<file path="config.mk">
export PLATFORM = sky130hd
export DESIGN_NAME = controlUnit
export DESIGN_NICKNAME = d
export VERILOG_FILES = /design/src/verilog/controlPkg.sv /design/src/verilog/isaPkg.sv /design/src/verilog/controlUnit.sv /design/src/verilog/controlWordRom.sv /design/src/verilog/stepSequencer.sv /design/src/verilog/instrDecoder.sv
export SDC_FILE = /design/constraint.sdc
export NUM_CORES = 1
export LEC_CHECK = 0
export BUFFER_PORTS_ARGS = -buffer_cell sky130_fd_sc_hd__buf_2
export CAP_MARGIN = 20
export CORE_MARGIN = 5
export CORE_UTILIZATION = 47
export DETAILED_ROUTE_END_ITERATION = 8
export HOLD_SLACK_MARGIN = 0.02
export MAX_ROUTING_LAYER = met4
export PLACE_DENSITY = 0.75
export SYNTH_ARGS = -nofsm -noshare
export SYNTH_HDL_FRONTEND = slang
export SYNTH_HIERARCHICAL = 1
export SYNTH_SLANG_ARGS = --single-unit
</file>
<file path="constraint.sdc">
create_clock -name clk -period 1.9 [get_ports clk]
set_clock_uncertainty 0.05 [all_clocks]
set_input_delay 0.19 -clock clk [delete_from_list [all_inputs] [get_ports clk]]
set_output_delay 0.19 -clock clk [all_outputs]
set_load 0.01 [all_outputs]
</file>
<file path="src/verilog/controlPkg.sv">
`default_nettype none

package controlPkg;

    // Top-level sequencing phase
    typedef enum logic [1:0] {
        phReset,
        phFetch,
        phDecode,
        phExecute
    } phase_t;

    // ALU operation
    typedef enum logic {
        aluNone,
        aluAdd
    } aluOp_t;

    // ALU operand A
    typedef enum logic {
        srcAPc,
        srcARegA
    } aluSrcA_t;

    // ALU operand B
    // Branch offset is the shifted sign-extended immediate
    typedef enum logic [1:0] {
        srcBRegB,
        srcBFour,
        srcBImm,
        srcBBranchOff
    } aluSrcB_t;

    // Memory address source
    typedef enum logic {
        addrPc,
        addrAluOut
    } iorD_t;

    // Register file write address
    typedef enum logic {
        dstRt,
        dstRd
    } regDst_t;

    // Register file write data
    typedef enum logic [1:0] {
        wbAluOut,
        wbHi,
        wbLo,
        wbMemByte
    } memToReg_t;

    // Write and read strobes to the datapath
    typedef struct packed {
        logic pcWrite;
        logic irWrite;
        logic memRead;
        logic regAWrite;
        logic regBWrite;
        logic aluOutWrite;
        logic mdrWrite;
        logic regWrite;
    } ctrlEnables_t;

    // Mux selects and ALU op
    typedef struct packed {
        aluOp_t aluOp;
        aluSrcA_t aluSrcA;
        aluSrcB_t aluSrcB;
        iorD_t iorD;
        regDst_t regDst;
        memToReg_t memToReg;
    } ctrlSelects_t;

    typedef struct packed {
        ctrlEnables_t enables;
        ctrlSelects_t selects;
    } controlWord_t;

    // All strobes off, every select at its first member
    localparam controlWord_t ctrlIdle = '0;

endpackage

`default_nettype wire

</file>
<file path="src/verilog/isaPkg.sv">
`default_nettype none

package isaPkg;

    // Instruction field widths
    localparam int unsigned opcodeW = 6;
    localparam int unsigned functW = 6;

    // Opcodes of the supported instructions
    // R-type shares opcode zero, the funct field tells them apart
    localparam logic [opcodeW-1:0] opRType = 6'h00;
    localparam logic [opcodeW-1:0] opAddi = 6'h08;
    localparam logic [opcodeW-1:0] opLb = 6'h20;

    // Funct codes under the R-type opcode
    localparam logic [functW-1:0] fnAdd = 6'h20;
    localparam logic [functW-1:0] fnMfhi = 6'h10;
    localparam logic [functW-1:0] fnMflo = 6'h12;

    // Decoded instruction class
    // Anything outside the supported set collapses to clsIllegal
    typedef enum logic [2:0] {
        clsAdd,
        clsAddi,
        clsMfhi,
        clsMflo,
        clsLb,
        clsIllegal
    } instrClass_t;

    // Step counter, wide enough for fetch and the longest execute
    localparam int unsigned stepW = 3;

    // Fetch takes steps 0 to fetchSteps-1
    localparam int unsigned fetchSteps = 5;

endpackage

`default_nettype wire
</file>
<file path="src/verilog/controlUnit.sv">
`default_nettype none

module controlUnit (
    input logic clk,
    input logic reset,
    input logic [isaPkg::opcodeW-1:0] opcode,
    input logic [isaPkg::functW-1:0] funct,
    output controlPkg::controlWord_t ctrl
);

    import isaPkg::*;
    import controlPkg::*;

    instrClass_t instrClass;
    instrClass_t execClass;
    phase_t phase;
    logic [stepW-1:0] step;
    logic lastStep;

    instrDecoder i_decoder (
        .opcode(opcode),
        .funct(funct),
        .instrClass(instrClass)
    );

    // Class is sampled here only in the decode cycle
    stepSequencer i_sequencer (
        .clk(clk),
        .reset(reset),
        .instrClass(instrClass),
        .lastStep(lastStep),
        .phase(phase),
        .step(step),
        .execClass(execClass)
    );

    controlWordRom i_wordRom (
        .phase(phase),
        .execClass(execClass),
        .step(step),
        .ctrl(ctrl),
        .lastStep(lastStep)
    );

endmodule

`default_nettype wire

</file>
<file path="src/verilog/controlWordRom.sv">
`default_nettype none

module controlWordRom (
    input controlPkg::phase_t phase,
    input isaPkg::instrClass_t execClass,
    input logic [isaPkg::stepW-1:0] step,
    output controlPkg::controlWord_t ctrl,
    output logic lastStep
);

    import isaPkg::*;
    import controlPkg::*;

    localparam logic [stepW-1:0] lastFetch = stepW'(fetchSteps - 1);

    always_comb begin
        ctrl = ctrlIdle;
        lastStep = 1'b0;
        case (phase)
            phFetch: begin
                ctrl.enables.memRead = 1'b1;
                ctrl.selects.aluOp = aluAdd;
                ctrl.selects.aluSrcA = srcAPc;
                ctrl.selects.iorD = addrPc;
                if (step < lastFetch) begin
                    // PC + 4, instruction latched into IR
                    ctrl.enables.pcWrite = 1'b1;
                    ctrl.enables.irWrite = 1'b1;
                    ctrl.selects.aluSrcB = srcBFour;
                end else begin
                    // Load A and B, ALU precomputes the branch target
                    ctrl.enables.regAWrite = 1'b1;
                    ctrl.enables.regBWrite = 1'b1;
                    ctrl.selects.aluSrcB = srcBBranchOff;
                end
            end
            phExecute: begin
                case (execClass)
                    clsAdd, clsAddi: begin
                        // Two cycles: ALU into ALUOut, then write back
                        lastStep = (step == stepW'(1));
                        if (step == stepW'(0)) begin
                            ctrl.enables.aluOutWrite = 1'b1;
                            ctrl.selects.aluOp = aluAdd;
                            ctrl.selects.aluSrcA = srcARegA;
                            ctrl.selects.aluSrcB =
                                (execClass == clsAddi) ? srcBImm : srcBRegB;
                        end else begin
                            ctrl.enables.regWrite = 1'b1;
                            ctrl.selects.regDst =
                                (execClass == clsAddi) ? dstRt : dstRd;
                            ctrl.selects.memToReg = wbAluOut;
                        end
                    end
                    clsMfhi, clsMflo: begin
                        // Single write-back cycle from Hi or Lo
                        lastStep = 1'b1;
                        ctrl.enables.regWrite = 1'b1;
                        ctrl.selects.regDst = dstRd;
                        ctrl.selects.memToReg =
                            (execClass == clsMfhi) ? wbHi : wbLo;
                    end
                    clsLb: begin
                        lastStep = (step == stepW'(3));
                        case (step)
                            stepW'(0): begin
                                // Effective address rs + imm
                                ctrl.enables.aluOutWrite = 1'b1;
                                ctrl.selects.aluOp = aluAdd;
                                ctrl.selects.aluSrcA = srcARegA;
                                ctrl.selects.aluSrcB = srcBImm;
                            end
                            stepW'(1): begin
                                ctrl.enables.memRead = 1'b1;
                                ctrl.selects.iorD = addrAluOut;
                            end
                            stepW'(2): begin
                                // Memory data valid, capture into MDR
                                ctrl.enables.memRead = 1'b1;
                                ctrl.enables.mdrWrite = 1'b1;
                                ctrl.selects.iorD = addrAluOut;
                            end
                            default: begin
                                ctrl.enables.regWrite = 1'b1;
                                ctrl.selects.regDst = dstRt;
                                ctrl.selects.memToReg = wbMemByte;
                            end
                        endcase
                    end
                    default: begin
                        // Not reachable, the sequencer never executes clsIllegal
                        lastStep = 1'b1;
                    end
                endcase
            end
            default: begin
                // Reset and decode drive the idle word
                ctrl = ctrlIdle;
            end
        endcase
    end

    // Register file write and memory read share no cycle
    always_comb begin
        assert final (!(ctrl.enables.regWrite && ctrl.enables.memRead))
            else $error("regWrite and memRead active in the same cycle");
    end

    // PC only advances during fetch
    always_comb begin
        assert final (!ctrl.enables.pcWrite || phase == phFetch)
            else $error("pcWrite active outside fetch");
    end

endmodule

`default_nettype wire

</file>
<file path="src/verilog/stepSequencer.sv">
`default_nettype none

module stepSequencer (
    input logic clk,
    input logic reset,
    input isaPkg::instrClass_t instrClass,
    input logic lastStep,
    output controlPkg::phase_t phase,
    output logic [isaPkg::stepW-1:0] step,
    output isaPkg::instrClass_t execClass
);

    import isaPkg::*;
    import controlPkg::*;

    localparam logic [stepW-1:0] lastFetch = stepW'(fetchSteps - 1);

    // Phase register and step counter
    // step restarts from zero on every phase change
    always_ff @(posedge clk) begin
        if (reset) begin
            phase <= phReset;
            step <= '0;
        end else begin
            case (phase)
                phReset: begin
                    phase <= phFetch;
                    step <= '0;
                end
                phFetch: begin
                    if (step == lastFetch) begin
                        phase <= phDecode;
                        step <= '0;
                    end else begin
                        step <= step + 1'b1;
                    end
                end
                phDecode: begin
                    // Illegal pairs skip execute entirely
                    if (instrClass == clsIllegal) begin
                        phase <= phFetch;
                    end else begin
                        phase <= phExecute;
                    end
                    step <= '0;
                end
                phExecute: begin
                    if (lastStep) begin
                        phase <= phFetch;
                        step <= '0;
                    end else begin
                        step <= step + 1'b1;
                    end
                end
                default: begin
                    phase <= phReset;
                    step <= '0;
                end
            endcase
        end
    end

    // Class captured at decode so execute is independent of the opcode inputs
    always_ff @(posedge clk) begin
        if (phase == phDecode) begin
            execClass <= instrClass;
        end
    end

    // Fetch ends on step fetchSteps-1, the counter never gets past it
    assert property (@(posedge clk) disable iff (reset)
        phase == phFetch |-> step < fetchSteps)
        else $error("fetch step counter ran past the last fetch step");

    // Illegal class must have been diverted to fetch at decode
    assert property (@(posedge clk) disable iff (reset)
        phase == phExecute |-> execClass != clsIllegal)
        else $error("execute phase entered with an illegal class");

endmodule

`default_nettype wire

</file>
<file path="src/verilog/instrDecoder.sv">
`default_nettype none

module instrDecoder (
    input logic [isaPkg::opcodeW-1:0] opcode,
    input logic [isaPkg::functW-1:0] funct,
    output isaPkg::instrClass_t instrClass
);

    import isaPkg::*;

    always_comb begin
        case (opcode)
            opRType: begin
                // R-type, class comes from funct
                case (funct)
                    fnAdd: begin
                        instrClass = clsAdd;
                    end
                    fnMfhi: begin
                        instrClass = clsMfhi;
                    end
                    fnMflo: begin
                        instrClass = clsMflo;
                    end
                    default: begin
                        instrClass = clsIllegal;
                    end
                endcase
            end
            opAddi: begin
                instrClass = clsAddi;
            end
            opLb: begin
                instrClass = clsLb;
            end
            default: begin
                // Unsupported opcode goes back to fetch after decode
                instrClass = clsIllegal;
            end
        endcase
    end

endmodule

`default_nettype wire

</file>
**Yosys cells after proc, flatten, opt, wreduce, memory -nomap -nowiden**

Cells that the tools add are included.

- $add $sub $neg: 1
- $lt $le $gt $ge: 1
- Equality and inequality tests: 19
- Multiplexer cells: 38
- Reduce and logical (&&, ||, !) cells: 11

Operators by type and width:

| operator | count |
|---|---|
| 3-bit one-hot mux with 3 select lines | 4 |
| 2-bit two-way mux | 11 |
| 3-bit two-way mux | 5 |
| 3-bit by 2-bit == test with 1-bit output (second input constant) | 4 |
| 6-bit by 5-bit == test with 1-bit output (second input constant) | 2 |
| 6-bit == test (second input constant) | 2 |
| 1-bit two-way mux | 10 |
| 5-bit one-hot mux with 2 select lines | 1 |
| 3-bit == test (second input constant) | 3 |
| 4-bit two-way mux | 2 |
| 2-bit one-hot mux with 4 select lines | 1 |
| 4-bit one-hot mux with 2 select lines | 1 |
| 2-bit OR reduction | 4 |
| 3-bit by 1-bit == test with 1-bit output (second input constant) | 2 |
| 6-bit by 4-bit == test with 1-bit output (second input constant) | 1 |
| 3-bit logical NOT | 2 |
| 6-bit logical NOT | 1 |
| 3-bit OR reduction | 2 |
| 2-bit == test (second input constant) | 2 |
| 2-bit by 1-bit != test with 1-bit output (second input constant) | 2 |
| 1-bit one-hot mux with 2 select lines | 2 |
| 3-bit by 1-bit adder with 3-bit output (second input constant) | 1 |
| 3-bit less-than comparator (second input constant) | 1 |
| 1-bit one-hot mux with 3 select lines | 1 |
| 3 further kinds | 3 |

- Flip-flop bits (word level): 8
- Input port bits: 14
- Output and inout bits: 16
- Logic and storage cells: 73

**Depth between registers and ports, before layout**

Gate-level depths: netlist of run 1.

- Word-level depth: 6
- Gate-level depth with buffers: 7
- Gate-level depth less buffers: 6

**Modules after synthesis**

Netlist of run 1, hierarchy kept.

Modules (own cells, without submodules):

| module | instances | cells an instance | area each (um^2) | seq. area each (um^2) |
|---|---|---|---|---|
| stepSequencer | 1 | 37 | 386.6 | 190.2 |
| controlWordRom | 1 | 43 | 286.5 | 0.0 |
| instrDecoder | 1 | 13 | 82.6 | 0.0 |

**Worst setup path after synthesis of run 1**

No wires, ideal clock.

- Kind: input-to-reg
- From: input port opcode[1] (netlist bit)
- To: register i_sequencer.phase[1]
- Setup time: 0.072 ns
- Arrival time: 1.581 ns
- Data required time: 1.778 ns
- Setup slack: 0.197 ns
- Cell stages on the path: 6
- Buffers on the path: 0
- Cells stage by stage: or4_4 > nor2_1 > o21ai_0 > nor4bb_1 > or4_1 > mux2i_1

- Longest elaborated chain between the ends: 5
- Elaborated cells between the ends (all ways): 7
- Those cells by class: eq/ne (3); mux (3); reduce/logical (1)

Ends and longest elaborated chain:

| element | RTL line | text |
|---|---|---|
| start: declaration | controlUnit.sv:6 | `input logic [isaPkg::opcodeW-1:0] opcode,` |
| 6-bit == test, or another cell as far along | instrDecoder.sv:12 | `case (opcode)` |
| 3-bit one-hot mux with 3 select lines (*) | instrDecoder.sv:12 |  |
| via instrClass[2] | controlUnit.sv:14 | `instrClass_t instrClass;` |
| 3-bit == test (*) | stepSequencer.sv:40 | `if (instrClass == clsIllegal) begin` |
| 2-bit two-way mux (*) | stepSequencer.sv:40 |  |
| 2-bit one-hot mux with 4 select lines (*) | stepSequencer.sv:25 | `case (phase)` |
| end signal: assignment | stepSequencer.sv:27 | `phase <= phFetch;` |
| end signal: assignment | stepSequencer.sv:41 | `phase <= phFetch;` |
| end signal: assignment | stepSequencer.sv:43 | `phase <= phExecute;` |
| end: declaration | stepSequencer.sv:8 | `output controlPkg::phase_t phase,` |

Mark *: on every way through the listed nets, which the timed path passes. The rest lies on a longest branch.
A chain may end at the register's enable or synchronous reset.

==> run_results.csv, run 1 <==
group,metric,value,unit
finish,layout-drive-gt1-share,0.336,
synth,synthFlopType,"dfxtp_1",
route,drt_first_pass_iters,4,
route,wl,1.44,mm
floorplanning,die_area,2510,µm²
sta,tns,0,ns
floorplanning,rows,14,
clocking,cts_buffers,3,
sta,slew_headroom,0.766,
finish,syn2layout_area_growth,20.9,%
synth,ys_seq_area_frac,0.252,
sta,slew_violations,0,
finish,final_cells,138,
worst_setup_path,crit_type,"reg2out",
route,initialDrtViolationCount,25,
worst_setup_path,critPathRequiredTime,1.66,ns
synth,avgSynthCellArea,8.13,µm²
clocking,h-tree-depth,1,
global_route,grt_usage,0.120,
worst_setup_path,crit_fanout,6,
sta,finalSetupViolCount,0,
floorplanning,start_util,0.496,
placement,globalplace.congestion,0.834,
sta,hold_viol,0,
synth,yosysUniqueCellTypes,39,
power,p_per_area,453,nW/µm²
sta,clock.fmax,582,MHz
placement,placed_cells,134,
finish,regArea,190,µm²
finish,mostFrequentLayoutCell,"buf_2",
clocking,cts_tree,"built",
placement,placed_area,887,µm²
sta,worst-slew-pin-transition,0.351,ns
power,total_leakage_power,0.442,nW
finish,final_cell_mix,"29 x buf_2, 9 x nor2_1, 7 x a21oi_1, 7 x inv_1",
clocking,ctsHoldBuffers,0,
worst_setup_path,critPathArrivalTime,1.48,ns
finish,fin_area,913,µm²
power,p_total,414,µW
clocking,cts_sinks,8,
global_route,grt_pass1_wl,2.40,mm
synth,synth.net_count,113,
finish,num_antenna_cells,0,
floorplanning,die_w,50.1,µm
job,maxCapViolCount,0,
sta,hold_ws,0.0710,ns
clocking,ctsResizeCount,0,
global_route,grt_max_degree,13,
floorplanning,die_h,50.1,µm
route,vias,711,
worst_setup_path,ff2ff_setup_slack,0.27,ns
sta,fin_crit_sh,0.904,
finish,nNetsFinal,143,
sta,fin_crit,1.72,ns
floorplanning,io-pin-count,30,
worst_setup_path,start_kind,"flop",
route,via_per_inst,5.15,
synth,synth_area,756,µm²
global_route,antenna_found_initial,0,
synth,ys_warn_count,6,
global_route,grt-ovfl-total,0,
synth,synth_edf_count,3,
global_route,grt_pass1_vias,597,
outcome,status,"completed",
route,antenna_left,0,
finish,fillers,141,
clocking,cts_root_buf,"clkbuf_4",
worst_hold_path,hp-class,"in2reg",
finish,multi_input_area,502,µm²
synth,yosys_register_bits,8,
route,wl_per_cell,10.4,µm
worst_setup_path,end_kind,"output port",
clocking,cts_setup_buffers,0,
placement,hpwl,1.22,mm
sta,grt_setup_unrepaired,"no",
floorplanning,coreArea,1520,µm²
synth,netlist_instances,93,
power,vdd_ir_drop_max,0.000269,V
placement,portBuffers,29,
clocking,clk_pin_slew,0.05,ns
route,drc_errors,0,
clocking,clock_latency,0.25,ns
synth,async_reset_ff_frac,0,
clocking,cts_max_path_buffers,2,
-- cell type report --
class / count / area share
well taps: 16 / 0.0219
flip-flops and latches: 8 / 0.208
inverters: 8 / 0.0329
multi-input cells: 73 / 0.549
repair buffers: 29 / 0.159
clock buffers: 4 / 0.0288
-- flip-flops by register name, indices dropped and copies added (netlist names) --
register,flops
i_sequencer/execClass,3
i_sequencer/step,3
i_sequencer/phase,2
-- logic make-up (layout without fill, tap and decap cells) --
kind of cell / after synthesis / after routing / share of synthesized area
DFF: 8 / 8 / 0.252
adders and majority gates: 6 / 6 / 0.0993
xor gates and xnor gates: 5 / 5 / 0.0579
muxes: 1 / 1 / 0.0132
AOI/OAI and AO/OA: 18 / 18 / 0.147
and+or+nand+nor: 43 / 43 / 0.346
buffers and inverters: 12 / 41 / 0.0844
-- final timing paths --
path / from / to / cells past startpoint
worst max register to register: i_sequencer/phase[0]$_SDFFE_PP0P_ / i_sequencer/phase[1]$_SDFFE_PP0P_ / 4
worst max-delay path: i_sequencer/execClass[0]$_DFFE_PN_ / ctrl[0] / 4
worst min-delay path: reset / i_sequencer/phase[0]$_SDFFE_PP0P_ / 2
worst min register to register: i_sequencer/phase[1]$_SDFFE_PP0P_ / i_sequencer/phase[1]$_SDFFE_PP0P_ / 2
-- critical path, cell delays in order, from the launching register on --
cell and delay, ns:
edfxtp_1 0.51, nor3b_4 0.28, nand2_2 0.09, a211oi_2 0.21
buf_2 0.15
-- metal layers --
metal,wire length [µm],share of wire,vias up,GRT usage
li1,-,-,380,-
met1,604,0.42,299,0.149
met2,659,0.46,30,0.184
met3,169,0.12,2,0.0271
met4,9,0.0062,0,0.0524
met5,0,0,-,-
-- per-stage QoR --
step                worst slack [ns]  utilization
finish                         0.182        0.599
global route                  0.0466        0.599
detailed placement           0.00894        0.582
CTS                            0.164        0.599
floorplan                      0.197            -
global placement              0.0618        0.582
-- synth_stat cells, types with 2 or more instances --
cell type,count,share of area
a21oi_1,7,0.046
nor3_1,4,0.026
inv_1,7,0.035
edfxtp_1,3,0.12
nand2b_1,4,0.033
ha_1,6,0.099
xnor2_1,4,0.046
o21ai_0,3,0.020
nor2_1,9,0.045
and2_1,3,0.025
or3_1,2,0.017
buf_4,3,0.030
o21ai_1,3,0.020
nand2_1,6,0.030
dfxtp_1,5,0.13
-- power by group --
group | total [mW] | switching, mW | internal [mW]
Sequential | 0.197 | 0.0140 | 0.183
Clock | 0.134 | 0.0542 | 0.0801
Combinational | 0.0822 | 0.0406 | 0.0416
Note: power is estimated with default switching activity, not from simulation.
==> run 2, diff against run 1 <==
--- a/config.mk
+++ b/config.mk
@@ -6,13 +6,13 @@
 export NUM_CORES = 1
 export LEC_CHECK = 0
 export BUFFER_PORTS_ARGS = -buffer_cell sky130_fd_sc_hd__buf_2
-export CAP_MARGIN = 20
+export CAP_MARGIN = 5
 export CORE_MARGIN = 5
-export CORE_UTILIZATION = 47
+export CORE_UTILIZATION = 45
 export DETAILED_ROUTE_END_ITERATION = 8
 export HOLD_SLACK_MARGIN = 0.02
 export MAX_ROUTING_LAYER = met4
-export PLACE_DENSITY = 0.75
+export PLACE_DENSITY = 0.72
 export SYNTH_ARGS = -nofsm -noshare
 export SYNTH_HDL_FRONTEND = slang
 export SYNTH_HIERARCHICAL = 1
==> constraint.sdc (replaced) <==
create_clock -name clk -period 2.1 [get_ports clk]
set_clock_uncertainty 0.05 [all_clocks]
set_input_delay 0.21 -clock clk [delete_from_list [all_inputs] [get_ports clk]]
set_output_delay 0.21 -clock clk [all_outputs]
set_load 0.01 [all_outputs]
==> run 2 against run 1 <==
Effect of this change: die area increased by 3.5%; clock power decreased by 4%; cell count unchanged; critical path type unchanged; non-clock buffer count unchanged; first-iteration DRC count decreased by 64%; sequential share of layout area unchanged.
==> run_results.csv, run 2 (synthesized netlist as in run 1, its figures left out) <==
group,metric,value,unit
sta,slew_violations,0,
placement,placed_area,887,µm²
sta,tns,0,ns
finish,nNetsFinal,143,
floorplanning,start_util,0.490,
route,initialDrtViolationCount,9,
power,p_per_area,418,nW/µm²
finish,fillers,154,
clocking,cts_max_path_buffers,2,
placement,hpwl,1.25,mm
floorplanning,coreArea,1540,µm²
finish,final_cell_mix,"29 x buf_2, 9 x nor2_1, 7 x a21oi_1, 7 x inv_1",
placement,globalplace.congestion,0.803,
route,vias,721,
sta,grt_setup_unrepaired,"no",
floorplanning,die_area,2600,µm²
power,p_total,382,µW
power,total_leakage_power,0.442,nW
clocking,clk_pin_slew,0.06,ns
outcome,status,"completed",
global_route,grt_pass1_vias,643,
power,vdd_ir_drop_max,0.000303,V
placement,placed_cells,134,
sta,fin_crit_sh,0.831,
finish,final_cells,138,
worst_setup_path,crit_type,"reg2out",
route,antenna_left,0,
finish,fin_area,913,µm²
worst_setup_path,ff2ff_setup_slack,0.45,ns
sta,worst-slew-pin-transition,0.369,ns
clocking,cts_sinks,8,
global_route,grt_pass1_wl,2.60,mm
clocking,clock_latency,0.25,ns
clocking,cts_setup_buffers,0,
worst_setup_path,crit_fanout,6,
global_route,grt_max_degree,13,
floorplanning,die_w,51.0,µm
sta,hold_viol,0,
floorplanning,io-pin-count,30,
sta,slew_headroom,0.754,
clocking,cts_buffers,3,
clocking,cts_tree,"built",
sta,fin_crit,1.75,ns
route,wl,1.58,mm
finish,mostFrequentLayoutCell,"buf_2",
floorplanning,die_h,51.0,µm
finish,syn2layout_area_growth,20.9,%
clocking,ctsHoldBuffers,0,
sta,finalSetupViolCount,0,
job,maxCapViolCount,0,
finish,num_antenna_cells,0,
route,wl_per_cell,11.4,µm
clocking,ctsResizeCount,0,
worst_setup_path,critPathArrivalTime,1.49,ns
finish,final_util,0.593,
route,drc_errors,0,
worst_setup_path,critPathRequiredTime,1.84,ns
sta,clock.fmax,573,MHz
global_route,grt-ovfl-total,0,
worst_setup_path,start_kind,"flop",
finish,reg.largest.list,"i_sequencer/execClass: 3 flops, i_sequencer/step: 3 flops, i_sequencer/phase: 2 flops",
clocking,h-tree-depth,1,
route,via_per_inst,5.22,
route,drt_first_pass_iters,4,
worst_hold_path,hp-class,"in2reg",
clocking,cts_root_buf,"clkbuf_4",
global_route,antenna_found_initial,0,
global_route,grt_usage,0.128,
finish,layout-drive-gt1-share,0.336,
placement,portBuffers,29,
floorplanning,rows,14,
worst_setup_path,end_kind,"output port",
==> run 2: cell counts in the layout (fill, tap and decap cells not counted) <==
Identical to the previous run, type by type.
==> run 2: path summary, 6_finish.rpt <==
path | from | end | depth (start not counted)
min reg2reg | i_sequencer/phase[1]$_SDFFE_PP0P_ | i_sequencer/phase[1]$_SDFFE_PP0P_ | 2
max | i_sequencer/execClass[0]$_DFFE_PN_ | ctrl[0] | 4
max reg2reg | i_sequencer/phase[0]$_SDFFE_PP0P_ | i_sequencer/phase[1]$_SDFFE_PP0P_ | 4
min | reset | i_sequencer/phase[0]$_SDFFE_PP0P_ | 2
==> run 2: worst max-delay path, stage by stage (launching register included) <==
cell,delay [ns]
edfxtp_1,0.50
nor3b_4,0.28
nand2_2,0.08
a211oi_2,0.21
buf_2,0.16
==> run 2: routing by layer <==
layer / global-route usage / routed length, µm
met2: 0.205 / 705
met4: 0.0553 / 10
met1: 0.151 / 707
met3: 0.0320 / 157
met5: - / 0
==> run 2: cell type report <==
| type | count | area [µm²] | share of cell area |
|---|---|---|---|
| Multi-Input combinational cell | 73 | 502 | 0.549 |
| Inverter | 8 | 30.0 | 0.0329 |
| Timing Repair Buffer | 29 | 145 | 0.159 |
| Tap cell | 16 | 20.0 | 0.0219 |
| Sequential cell | 8 | 190 | 0.208 |
| Clock buffer | 4 | 26.3 | 0.0288 |
==> run 2: stage by stage <==
step / setup WS (ns) / hold WS (ns)
final: 0.355 / 0.0904
after global routing: 0.249 / 0.0848
after CTS: 0.344 / 0.0768
after detailed placement: 0.203 / 0.353
after global placement: 0.239 / 0.354
after floorplan: 0.377 / 0.229
==> run 2: where the power goes <==
part / internal (mW) / switching, mW / total [mW]
logic: 0.0378 / 0.0376 / 0.0754
clock network: 0.0729 / 0.0547 / 0.128
registers: 0.166 / 0.0135 / 0.179
==> run 3, diff against run 2 <==
--- a/config.mk
+++ b/config.mk
@@ -5,6 +5,7 @@
 export SDC_FILE = /design/constraint.sdc
 export NUM_CORES = 1
 export LEC_CHECK = 0
+export ABC_AREA = 1
 export BUFFER_PORTS_ARGS = -buffer_cell sky130_fd_sc_hd__buf_2
 export CAP_MARGIN = 5
 export CORE_MARGIN = 5
@@ -12,7 +13,7 @@
 export DETAILED_ROUTE_END_ITERATION = 8
 export HOLD_SLACK_MARGIN = 0.02
 export MAX_ROUTING_LAYER = met4
-export PLACE_DENSITY = 0.72
+export PLACE_DENSITY = 0.71
 export SYNTH_ARGS = -nofsm -noshare
 export SYNTH_HDL_FRONTEND = slang
 export SYNTH_HIERARCHICAL = 1
==> constraint.sdc (replaced) <==
create_clock -name clk -period 1.67 [get_ports clk]
set_clock_uncertainty 0.05 [all_clocks]
set_input_delay 0.167 -clock clk [delete_from_list [all_inputs] [get_ports clk]]
set_output_delay 0.167 -clock clk [all_outputs]
set_load 0.01 [all_outputs]
==> run 3 against run 2 <==
Effect of this change: hold slack worse by 0.041 ns; count of clock-buffer cells in the layout stayed put; cell count is 33% higher; sequential power is 28% higher; global-route usage is 0.47 points higher; setup slack worse by 0.31 ns; clock power is 24% higher; sequential share of layout area is 2.0 points lower; power is 41% higher; critical endpoint is now ctrl[2]; largest cell class unchanged; highest routed layer unchanged.
==> run_results.csv, run 3 <==
group,metric,value,unit
power,total_leakage_power,0.554,nW
worst_setup_path,crit_fanout,3,
worst_setup_path,worstSetupStartpoint,"i_sequencer/execClass[0]$_DFFE_PN_",
worst_hold_path,hp-class,"in2reg",
worst_setup_path,end_kind,"output port",
floorplanning,rows,15,
worst_setup_path,critPathRequiredTime,1.45,ns
route,vias,831,
placement,globalplace.congestion,0.733,
power,vdd_ir_drop_max,0.000355,V
global_route,grt_pass1_vias,740,
worst_setup_path,ff2ff_setup_slack,0.24,ns
worst_setup_path,reg2reg_to,"i_sequencer/phase[1]$_SDFFE_PP0P_",
job,maxCapViolCount,0,
worst_hold_path,min_path_cells,2,
worst_setup_path,start_kind,"flop",
sta,hold_viol,0,
power,p_total,538,µW
finish,nNetsFinal,180,
worst_setup_path,crit_type,"reg2out",
sta,worst-slew-pin-transition,0.285,ns
sta,clock.fmax,617,MHz
floorplanning,start_util,0.469,
synth,avgSynthCellArea,6.48,µm²
synth,synthTopCellsByArea,"dfxtp_1 12%, nand2_1 12%, edfxtp_1 11%, inv_1 10%, nor2_1 9.7%",
power,pwr-share-clk,0.295,
finish,final_cell_mix,"29 x buf_2, 25 x nand2_1, 21 x nor2_1",
finish,final_util,0.594,
synth,ys_seq_area_frac,0.235,
route,via_per_inst,4.52,
synth,synth_top_area_frac,0.124,
finish,fin_area,1030,µm²
route,wl_per_cell,9.10,µm
synth,synth.net_count,145,
synth,yosys-top-cells-count,"25 x nand2_1, 22 x inv_1, 21 x nor2_1",
synth,async_reset_ff_frac,0,
route,antenna_left,0,
floorplanning,io-pin-count,30,
power,combPwrFrac,0.278,
finish,syn2layout_area_growth,26.7,%
synth,yosysTopAreaCell,"dfxtp_1",
power,seqPwrFrac,0.427,
power,p_per_area,524,nW/µm²
clocking,cts_root_buf,"clkbuf_4",
global_route,grt_pass1_wl,2.73,mm
clocking,clock_latency,0.25,ns
worst_setup_path,r2r_start,"i_sequencer/execClass[2]$_DFFE_PN_",
clocking,cts_tree,"built",
synth,synth_edf_count,3,
finish,mostFrequentLayoutCell,"buf_2",
clocking,clk_pin_slew,0.06,ns
finish,final_cells,184,
finish,num_antenna_cells,0,
route,initialDrtViolationCount,3,
synth,ys_warn_count,6,
worst_setup_path,cp-endpoint,"ctrl[2]",
placement,placed_cells,177,
sta,tns,0,ns
finish,reg.largest.list,"i_sequencer/execClass: 3 flops, i_sequencer/step: 3 flops, i_sequencer/phase: 2 flops",
global_route,grt-ovfl-total,0,
global_route,grt_usage,0.133,
placement,portBuffers,29,
power,p_switching,171,µW
worst_setup_path,worstRegToRegCells,11,
synth,netlist_instances,125,
floorplanning,die_h,52.4,µm
clocking,h-tree-depth,1,
outcome,status,"completed",
global_route,antenna_found_initial,0,
sta,finalSetupViolCount,0,
route,wl,1.67,mm
clocking,cts_max_path_buffers,2,
sta,grt_setup_unrepaired,"yes",
route,drc_errors,0,
global_route,grt_max_degree,9,
floorplanning,die_w,52.4,µm
clocking,ctsHoldBuffers,0,
placement,placed_area,971,µm²
finish,layout-drive-gt1-share,0.377,
sta,fin_crit_sh,0.971,
floorplanning,coreArea,1730,µm²
power,switching_share,0.317,
synth,yosysUniqueCellTypes,22,
clocking,cts_buffers,3,
floorplanning,die_area,2750,µm²
sta,fin_crit,1.62,ns
synth,yosys_register_bits,8,
clocking,cts_sinks,8,
power,p_int,368,µW
synth,yosysMostFrequentCell,"nand2_1",
sta,slew_violations,0,
sta,slew_headroom,0.810,
synth,synthFlopType,"dfxtp_1",
placement,hpwl,1.39,mm
synth,synth_area,810,µm²
route,drt_first_pass_iters,4,
worst_setup_path,critPathArrivalTime,1.40,ns
run 3: cell types whose count changed in the layout (fill, tap and decap cells not counted), moves of 3 or more:
cell	previous run	this run
nand2b_1	4	0
buf_4	0	3
xnor2_1	4	1
nand3_1	1	11
nand2_2	1	4
inv_1	7	20
nand2_1	6	25
and2_1	3	0
nor3_1	4	1
nor2_1	9	21
inv_2	1	4
o21ai_0	3	0
nand3_2	0	5
o21ai_1	3	0
run 3: layout make-up:
type | count | area, µm²
clock buffer | 4 | 26.3
fill | 173 | 701
inverter | 24 | 90.1
multi-input combinational | 91 | 518
sequential | 8 | 193
tap | 25 | 31.3
timing repair buffer | 32 | 168
run 3: per-stage QoR:
stage | hold slack (ns) | setup WS, ns
after floorplan | 0.179 | 0.296
after global placement | 0.319 | 0.228
after detailed placement | 0.321 | 0.216
after CTS | 0.0495 | 0.0310
after global routing | 0.0447 | -0.0504
final | 0.0494 | 0.0488
run 3: power groups by stage:
stage | Clock, mW | Combinational [mW] | Sequential, mW
2_1_floorplan | 0 | 0.102 | 0.229
3_3_place_gp | 0 | 0.142 | 0.232
3_5_place_dp | 0 | 0.145 | 0.233
4_1_cts | 0.166 | 0.146 | 0.228
5_1_grt | 0.177 | 0.172 | 0.232
6_report | 0.159 | 0.150 | 0.230
run 3: worst min-delay path by stage:
stage	from	endpoint	slack (ns)
floorplan	reset	i_sequencer/phase[1]$_SDFFE_PP0P_	0.18
global placement	reset	i_sequencer/phase[1]$_SDFFE_PP0P_	0.32
detailed placement	reset	i_sequencer/phase[1]$_SDFFE_PP0P_	0.32
CTS	reset	i_sequencer/phase[1]$_SDFFE_PP0P_	0.05
global route	reset	i_sequencer/phase[1]$_SDFFE_PP0P_	0.04
finish	reset	i_sequencer/phase[1]$_SDFFE_PP0P_	0.05
run 3: kinds of logic after synthesis:
group | synth area share
AND/OR/NAND/NOR | 0.456
buffers and inverters | 0.130
AO/OA/AOI/OAI | 0.0757
flip-flops | 0.235
adder cells (fa/ha/maj) | 0.0927
XOR/XNOR | 0.0108
run 3: timing repair:
| item | CTS | global route |
|---|---|---|
| setup endpoints to repair | 0 | 11 |
| setup buffers | 0 | 3 |
| gates resized for setup | 0 | 5 |
run 3: critical path, stage by stage, from the launching register on:
cell      delay, ns
edfxtp_1       0.43
buf_4          0.16
nor2_1         0.18
nand2_1        0.09
a21oi_1        0.14
buf_2          0.15
run 3: layer usage:
layer  up-vias  share of wire  global-route usage
met1       351           0.41               0.151
met4         0         0.0036              0.0638
met3         2          0.069              0.0171
li1        456              -                   -
met5         -              0                   -
met2        22           0.51               0.229
